$ cat src/rtl/renamePkg.sv
package renamePkg;

    parameter int regAddrW = 4;
    parameter int dataW = 32;
    parameter int tagW = 3;
    parameter int pcW = 4;
    parameter int instrW = 24;
    parameter int immW = instrW - 2 - 2 * regAddrW;

    typedef enum logic [1:0] {
        opAdd,
        opSub,
        opXor,
        opAddi
    } opKind;

    typedef struct packed {
        opKind op;
        logic [regAddrW-1:0] rd;
        logic [regAddrW-1:0] rs1;
        logic [regAddrW-1:0] rs2;
        logic [immW-regAddrW-1:0] unused;
    } regFields;

    typedef struct packed {
        opKind op;
        logic [regAddrW-1:0] rd;
        logic [regAddrW-1:0] rs1;
        logic [immW-1:0] imm;
    } immFields;

    // The op field lines up in both forms and tells which one applies
    typedef union packed {
        regFields regForm;
        immFields immForm;
    } instrWord;

    // Tag 0 means the value is already present
    typedef struct packed {
        opKind op;
        logic [regAddrW-1:0] rd;
        logic [pcW-1:0] pc;
        logic [dataW-1:0] val1;
        logic [dataW-1:0] val2;
        logic [tagW-1:0] tag1;
        logic [tagW-1:0] tag2;
    } dispatchEntry;

    typedef struct packed {
        logic valid;
        logic [tagW-1:0] tag;
        logic [regAddrW-1:0] rd;
        logic [dataW-1:0] data;
        logic [pcW-1:0] pc;
    } resultBus;

endpackage
$ cat src/rtl/renameCore.sv
module renameCore #(
    parameter int numStations = 4
) (
    input  logic clk,
    input  logic rst,
    input  logic instrReq,
    input  renamePkg::instrWord instr,
    input  logic [renamePkg::pcW-1:0] pc,
    output logic instrAck,
    output renamePkg::resultBus result,
    input  logic [renamePkg::regAddrW-1:0] readAddr,
    output logic [renamePkg::dataW-1:0] readData
);
    logic [renamePkg::regAddrW-1:0] rs1Addr;
    logic [renamePkg::regAddrW-1:0] rs2Addr;
    logic [renamePkg::dataW-1:0] rs1Data;
    logic [renamePkg::dataW-1:0] rs2Data;
    logic [renamePkg::tagW-1:0] rs1Tag;
    logic [renamePkg::tagW-1:0] rs2Tag;
    logic renameEn;
    logic [renamePkg::regAddrW-1:0] renameRd;
    logic [renamePkg::tagW-1:0] renameTag;
    logic [numStations-1:0] stationBusy;
    logic [numStations-1:0] stationLoad;
    logic [numStations-1:0] stationReady;
    logic [numStations-1:0] grant;
    renamePkg::dispatchEntry entry;
    renamePkg::dispatchEntry issue [numStations];

    instrDecoder #(
        .numStations(numStations)
    ) instrDecoder_inst (
        .clk(clk),
        .rst(rst),
        .instrReq(instrReq),
        .instr(instr),
        .pc(pc),
        .instrAck(instrAck),
        .rs1Addr(rs1Addr),
        .rs2Addr(rs2Addr),
        .rs1Data(rs1Data),
        .rs2Data(rs2Data),
        .rs1Tag(rs1Tag),
        .rs2Tag(rs2Tag),
        .renameEn(renameEn),
        .renameRd(renameRd),
        .renameTag(renameTag),
        .stationBusy(stationBusy),
        .stationLoad(stationLoad),
        .entry(entry),
        .result(result)
    );

    renameRegFile renameRegFile_inst (
        .clk(clk),
        .rst(rst),
        .rs1Addr(rs1Addr),
        .rs2Addr(rs2Addr),
        .rs1Data(rs1Data),
        .rs2Data(rs2Data),
        .rs1Tag(rs1Tag),
        .rs2Tag(rs2Tag),
        .renameEn(renameEn),
        .renameRd(renameRd),
        .renameTag(renameTag),
        .result(result),
        .readAddr(readAddr),
        .readData(readData)
    );

    // Station i answers to tag i+1
    for (genvar i = 0; i < numStations; i++) begin : genStation
        reservationStation #(
            .myTag(renamePkg::tagW'(i + 1))
        ) reservationStation_inst (
            .clk(clk),
            .rst(rst),
            .load(stationLoad[i]),
            .entry(entry),
            .result(result),
            .grant(grant[i]),
            .busy(stationBusy[i]),
            .ready(stationReady[i]),
            .issue(issue[i])
        );
    end

    resultBroadcast #(
        .numStations(numStations)
    ) resultBroadcast_inst (
        .clk(clk),
        .rst(rst),
        .ready(stationReady),
        .issue(issue),
        .grant(grant),
        .result(result)
    );

endmodule

$ cat src/rtl/resultBroadcast.sv
module resultBroadcast #(
    parameter int numStations = 4
) (
    input  logic clk,
    input  logic rst,
    input  logic [numStations-1:0] ready,
    input  renamePkg::dispatchEntry issue [numStations],
    output logic [numStations-1:0] grant,
    output renamePkg::resultBus result
);
    renamePkg::dispatchEntry picked;
    logic [renamePkg::tagW-1:0] grantTag;
    logic [renamePkg::dataW-1:0] aluOut;

    // Fixed priority, lowest index first
    always_comb begin
        grant = '0;
        grantTag = '0;
        picked = issue[0];
        for (int i = numStations - 1; i >= 0; i--) begin
            if (ready[i]) begin
                grant = '0;
                grant[i] = 1'b1;
                grantTag = renamePkg::tagW'(i + 1);
                picked = issue[i];
            end
        end
    end

    always_comb begin
        case (picked.op)
            renamePkg::opSub: aluOut = picked.val1 - picked.val2;
            renamePkg::opXor: aluOut = picked.val1 ^ picked.val2;
            default: aluOut = picked.val1 + picked.val2;
        endcase
    end

    always_ff @(posedge clk) begin
        if (rst) begin
            result.valid <= 1'b0;
        end else begin
            result.valid <= |grant;
        end
        result.tag <= grantTag;
        result.rd <= picked.rd;
        result.data <= aluOut;
        result.pc <= picked.pc;
    end

    grantOneHot: assert property (
        @(posedge clk) disable iff (rst)
        $onehot0(grant)
    );

endmodule

$ cat src/rtl/reservationStation.sv
module reservationStation #(
    parameter logic [renamePkg::tagW-1:0] myTag = 1
) (
    input  logic clk,
    input  logic rst,
    input  logic load,
    input  renamePkg::dispatchEntry entry,
    input  renamePkg::resultBus result,
    input  logic grant,
    output logic busy,
    output logic ready,
    output renamePkg::dispatchEntry issue
);
    renamePkg::dispatchEntry held;
    logic hit1;
    logic hit2;

    assign hit1 = result.valid && held.tag1 != '0 && result.tag == held.tag1;
    assign hit2 = result.valid && held.tag2 != '0 && result.tag == held.tag2;

    assign ready = busy && held.tag1 == '0 && held.tag2 == '0;
    assign issue = held;

    always_ff @(posedge clk) begin
        if (rst) begin
            busy <= 1'b0;
        end else if (load) begin
            busy <= 1'b1;
        end else if (grant) begin
            busy <= 1'b0;
        end
    end

    // Operand capture while waiting on the result bus
    always_ff @(posedge clk) begin
        if (rst) begin
            held.tag1 <= '0;
            held.tag2 <= '0;
        end else if (load) begin
            held.tag1 <= entry.tag1;
            held.tag2 <= entry.tag2;
        end else begin
            if (hit1) begin
                held.tag1 <= '0;
            end
            if (hit2) begin
                held.tag2 <= '0;
            end
        end
    end

    always_ff @(posedge clk) begin
        if (load) begin
            held.op <= entry.op;
            held.rd <= entry.rd;
            held.pc <= entry.pc;
            held.val1 <= entry.val1;
            held.val2 <= entry.val2;
        end else begin
            if (hit1) begin
                held.val1 <= result.data;
            end
            if (hit2) begin
                held.val2 <= result.data;
            end
        end
    end

    grantOnlyWhenReady: assert property (
        @(posedge clk) disable iff (rst)
        grant |-> ready
    );

    loadOnlyWhenFree: assert property (
        @(posedge clk) disable iff (rst)
        load |-> !busy
    );

    // The decoder bypass must never leave a new entry waiting on its own station
    noSelfWait: assert property (
        @(posedge clk) disable iff (rst)
        load |-> (entry.tag1 != myTag && entry.tag2 != myTag)
    );

endmodule

$ cat src/rtl/renameRegFile.sv
module renameRegFile (
    input  logic clk,
    input  logic rst,
    input  logic [renamePkg::regAddrW-1:0] rs1Addr,
    input  logic [renamePkg::regAddrW-1:0] rs2Addr,
    output logic [renamePkg::dataW-1:0] rs1Data,
    output logic [renamePkg::dataW-1:0] rs2Data,
    output logic [renamePkg::tagW-1:0] rs1Tag,
    output logic [renamePkg::tagW-1:0] rs2Tag,
    input  logic renameEn,
    input  logic [renamePkg::regAddrW-1:0] renameRd,
    input  logic [renamePkg::tagW-1:0] renameTag,
    input  renamePkg::resultBus result,
    input  logic [renamePkg::regAddrW-1:0] readAddr,
    output logic [renamePkg::dataW-1:0] readData
);
    localparam int numRegs = 2 ** renamePkg::regAddrW;

    logic [renamePkg::dataW-1:0] regData [numRegs];
    logic [renamePkg::tagW-1:0] regTag [numRegs];
    logic commitHit;

    assign rs1Data = regData[rs1Addr];
    assign rs2Data = regData[rs2Addr];
    assign rs1Tag = regTag[rs1Addr];
    assign rs2Tag = regTag[rs2Addr];
    assign readData = regData[readAddr];

    // Only the newest writer of a register may update it
    assign commitHit = result.valid && regTag[result.rd] == result.tag;

    always_ff @(posedge clk) begin
        if (rst) begin
            for (int i = 0; i < numRegs; i++) begin
                regData[i] <= '0;
                regTag[i] <= '0;
            end
        end else begin
            if (commitHit) begin
                regData[result.rd] <= result.data;
                regTag[result.rd] <= '0;
            end
            // Placed second so a same-cycle rename keeps its tag over the commit
            if (renameEn && renameRd != '0) begin
                regTag[renameRd] <= renameTag;
            end
        end
    end

    regZeroStaysZero: assert property (
        @(posedge clk) disable iff (rst)
        regTag[0] == '0 && regData[0] == '0
    );

endmodule

$ cat src/rtl/instrDecoder.sv
module instrDecoder #(
    parameter int numStations = 4
) (
    input  logic clk,
    input  logic rst,
    input  logic instrReq,
    input  renamePkg::instrWord instr,
    input  logic [renamePkg::pcW-1:0] pc,
    output logic instrAck,
    output logic [renamePkg::regAddrW-1:0] rs1Addr,
    output logic [renamePkg::regAddrW-1:0] rs2Addr,
    input  logic [renamePkg::dataW-1:0] rs1Data,
    input  logic [renamePkg::dataW-1:0] rs2Data,
    input  logic [renamePkg::tagW-1:0] rs1Tag,
    input  logic [renamePkg::tagW-1:0] rs2Tag,
    output logic renameEn,
    output logic [renamePkg::regAddrW-1:0] renameRd,
    output logic [renamePkg::tagW-1:0] renameTag,
    input  logic [numStations-1:0] stationBusy,
    output logic [numStations-1:0] stationLoad,
    output renamePkg::dispatchEntry entry,
    input  renamePkg::resultBus result
);
    renamePkg::opKind op;
    logic isImm;
    logic dispatch;
    logic [numStations-1:0] freeOneHot;
    logic [renamePkg::tagW-1:0] freeTag;
    logic [renamePkg::dataW-1:0] immExt;

    assign op = instr.regForm.op;
    assign isImm = (op == renamePkg::opAddi);
    assign rs1Addr = instr.regForm.rs1;
    assign rs2Addr = isImm ? '0 : instr.regForm.rs2;
    assign immExt = {{(renamePkg::dataW - renamePkg::immW){instr.immForm.imm[renamePkg::immW-1]}},
                     instr.immForm.imm};

    // Lowest free station wins, and its tag becomes the new name of rd
    always_comb begin
        freeOneHot = '0;
        freeTag = '0;
        for (int i = numStations - 1; i >= 0; i--) begin
            if (!stationBusy[i]) begin
                freeOneHot = '0;
                freeOneHot[i] = 1'b1;
                freeTag = renamePkg::tagW'(i + 1);
            end
        end
    end

    assign dispatch = instrReq && !instrAck && (freeOneHot != '0);
    assign stationLoad = dispatch ? freeOneHot : '0;
    assign renameEn = dispatch;
    assign renameRd = instr.regForm.rd;
    assign renameTag = freeTag;

    always_comb begin
        entry.op = op;
        entry.rd = instr.regForm.rd;
        entry.pc = pc;
        entry.val1 = rs1Data;
        entry.tag1 = rs1Tag;
        entry.val2 = rs2Data;
        entry.tag2 = rs2Tag;
        // A result on the bus this cycle is committed too late for the read port
        if (result.valid && rs1Tag != '0 && result.tag == rs1Tag) begin
            entry.val1 = result.data;
            entry.tag1 = '0;
        end
        if (isImm) begin
            entry.val2 = immExt;
            entry.tag2 = '0;
        end else if (result.valid && rs2Tag != '0 && result.tag == rs2Tag) begin
            entry.val2 = result.data;
            entry.tag2 = '0;
        end
    end

    always_ff @(posedge clk) begin
        if (rst) begin
            instrAck <= 1'b0;
        end else if (dispatch) begin
            instrAck <= 1'b1;
        end else if (!instrReq) begin
            instrAck <= 1'b0;
        end
    end

endmodule

$ cat config.mk
export PLATFORM = sky130hd
export DESIGN_NAME = renameCore
export DESIGN_NICKNAME = d
export VERILOG_FILES = /design/src/rtl/renamePkg.sv /design/src/rtl/renameCore.sv /design/src/rtl/resultBroadcast.sv /design/src/rtl/reservationStation.sv /design/src/rtl/renameRegFile.sv /design/src/rtl/instrDecoder.sv
export SDC_FILE = /design/constraint.sdc
export NUM_CORES = 2
export LEC_CHECK = 0
export ABC_CLOCK_PERIOD_IN_PS = 7800
export BUFFER_PORTS_ARGS = -buffer_cell sky130_fd_sc_hd__buf_2
export CAP_MARGIN = 30
export CORE_MARGIN = 8
export CORE_UTILIZATION = 30
export DETAILED_ROUTE_END_ITERATION = 10
export SLEW_MARGIN = 40
export SYNTH_ARGS = -nofsm -noshare
export SYNTH_HDL_FRONTEND = slang
export SYNTH_SLANG_ARGS = --single-unit
export TNS_END_PERCENT = 30
$ cat constraint.sdc
create_clock -name clk -period 7.8 [get_ports clk]
set_input_delay 2.34 -clock clk [delete_from_list [all_inputs] [get_ports clk]]
set_output_delay 2.34 -clock clk [all_outputs]
set_load 0.01 [all_outputs]
==> impl_metrics.yaml <==
detailed_routing:
  drt_iter0_drc: 5785
  final_antenna_net_count: 0
  first_pass_iters: 8
  drt-total-wl_um: 195000
  vias: 39600
  wl_met1_um: 73000
  drc: 0
  wl_met2_um: 93400
  wl_met3_um: 17500
  topRoutingLayerUsed: "met5"
  wl_per_cell_um: 29.0
  avgViaCountPerCell: 5.90
timing:
  relSlewSlack_pct: 39.1
  rsz0062_at_grt: "no"
  setup_violations: 0
  fin_tns_setup_ps: 0
  fin_crit_sh_pct: 88.0
  tightest_slew_ps: 913
  finalHoldViolCount: 0
  whs_ps: 477
  clock_skew_ps: 30.6
  drv_slew: 0
  fin_crit_ps: 6860
  fmax_mhz: 146
synth:
  syn_area_um2: 53100
  synth_area_leaders: "edfxtp_1, mux4_2, and2_1"
  synth_top_area_share_pct: 48.4
  synth_flop_cell: "edfxtp_1"
  yosys.cell_types.count: 87
  yosysTopAreaCell: "edfxtp_1"
  syn_avg_cell_area_um2: 12.3
  synthCells: 4323
  ys_warn_count: 0
  yosys_register_bits: 929
  synthArstFlopShare_pct: 0
  synth_edf_count: 856
  synth_common_cells: "edfxtp_1, and2_1, mux4_2"
  yosysMostFrequentCell: "edfxtp_1"
  ys_seq_area_share_pct: 51.2
clock_network:
  cts_setup_buffers: 0
  htree_levels: 3
  insertion_delay_ps: 720
  cts_resized: 0
  cts_tree: "done"
  root_buffer: "clkbuf_16"
  clock_path_buffers: 3
  clk_pin_slew_worst_paths_ps: 70
  cts.sinks: 929
  cts_hold_buf: 0
  cts_made_buffers: 96
place:
  routabilityCongestion: 0.900
  port_buffers: 111
  hpwl_um: 121000
run:
  maxCapViolCount: 0
final_layout:
  nNetsFinal: 4357
  nFillCells: 17200
  drive_gt1_share_pct: 21.0
  area_growth_pct: 13.0
  final_util_pct: 34.1
floorplan:
  coreArea_um2: 176000
  die-area_um2: 191000
  die_y_um: 437
  die_w_um: 437
  initial_utilization_pct: 30.2
  rows: 154
  ioPinCount: 112
critical_path:
  ff2ff_path_depth: 22
  end_kind: "output pin"
  critical_path_required_ps: 5460
  cp_max_fo: 36
  worstReg2RegEnd: "resultBroadcast_inst.result[35]$_DFF_P_"
  cp.arrival_ps: 4520
  r2r_slack_ps: 1060
  r2r_start: "genStation[1].reservationStation_inst.busy$_SDFFE_PP0P_"
  crit_type: "in2out"
  cp-start-kind: "input port"
global_route:
  first_global_vias: 38400
  grtUsageTotal_pct: 19.5
  antenna_found_initial: 11
  gr-total-overflow: 0
  grt_pass1_wl_um: 278000
  grt_max_degree: 81
status:
  status: "complete, no violations"
worst_hold_path:
  hp-class: "reg2reg"
  min_from: "genStation[0].reservationStation_inst.issue[76]$_DFFE_PP_"
  worstHoldEndpoint: "resultBroadcast_inst.result[38]$_DFF_P_"
  min_path_cells: 2
power_and_ir_drop:
  p_leak_nw: 20.6
  ir_drop_uv: 180
  cellPowerDensity_nw_per_um2: 253
layout by cell type (no fill, tap or decap), drive strengths merged, types with 29 or more instances in the layout:
cell type  instances
edfxtp           856
and2             521
mux4             391
nor2             327
nand2            314
o21ai            295
buf              278
a21oi            203
clkbuf           120
o221ai            87
dfxtp             73
xnor2             69
a31oi             62
o22ai             55
mux2i             50
o22a              48
a2bb2oi           45
a22oi             41
xor2              39
a221oi            39
inv               38
clkinv            37
nand2b            33
ha                32
and3              29
worst max-delay path: stages:
cell	delay, ps
clkbuf_8	420
buf_4	390
mux4_2	550
mux4_2	590
buf_2	190
cells by family after synthesis:
group           synth area share, %
simple gates                   13.1
compound gates                 12.3
mux                            17.6
other cells                 0.00706
fa+ha+maj                     0.792
buf+inv                        3.23
xor+xnor                       1.78
flops                          51.2
worst max path at each step:
stage / start / slack, ps / to
floorplan: readAddr[0] / 1020 / readData[15]
global placement: readAddr[0] / 960 / readData[13]
detailed placement: readAddr[0] / 920 / readData[13]
CTS: readAddr[0] / 930 / readData[13]
global route: genStation[1].reservationStation_inst.busy$_SDFFE_PP0P_ / 750 / resultBroadcast_inst.result[35]$_DFF_P_
finish: readAddr[0] / 940 / readData[13]
power by group:
group	internal (mW)	total, mW	switching (mW)	leakage (nW)
clock network	2.71	4.80	2.09	1.55
registers	5.95	6.20	0.258	9.09
logic	1.48	4.18	2.70	9.99
sequential cells by signal (all words and copies together), names as in the netlist:
register,count
resultBroadcast_inst.result,44
genStation.reservationStation_inst.issue,320
instrDecoder_inst.instrAck,1
genStation.reservationStation_inst.busy,4
renameRegFile_inst.regTag,48
renameRegFile_inst.regData,512
final cells by class:
cell class	count	area, um2	area share [%]
flip-flops and latches	929	27200	45.3
diodes	2	5.00	0.00834
clock inverters	61	669	1.12
inverters	34	128	0.213
repair buffers	279	2030	3.38
clock buffers	119	2550	4.25
multi-input cells	2949	24500	40.9
well taps	2340	2930	4.88
per-stage QoR:
stage	worst slack, ps	power (mW)	cells	instance area (um2)
floorplan	1020	8.84	4325	53100
global placement	958	10.4	6527	56600
detailed placement	923	10.4	6531	56800
CTS	929	15.2	6711	60000
global route	750	15.8	6712	60000
finish	938	15.2	6713	60000
layer usage:
metal,track usage (%),vias up
met4,9.75,4
met1,24.3,19900
li1,-,16500
met3,3.21,568
met2,32.7,2651
met5,0,-
No activity file was read; power rests on OpenSTA's default activity.
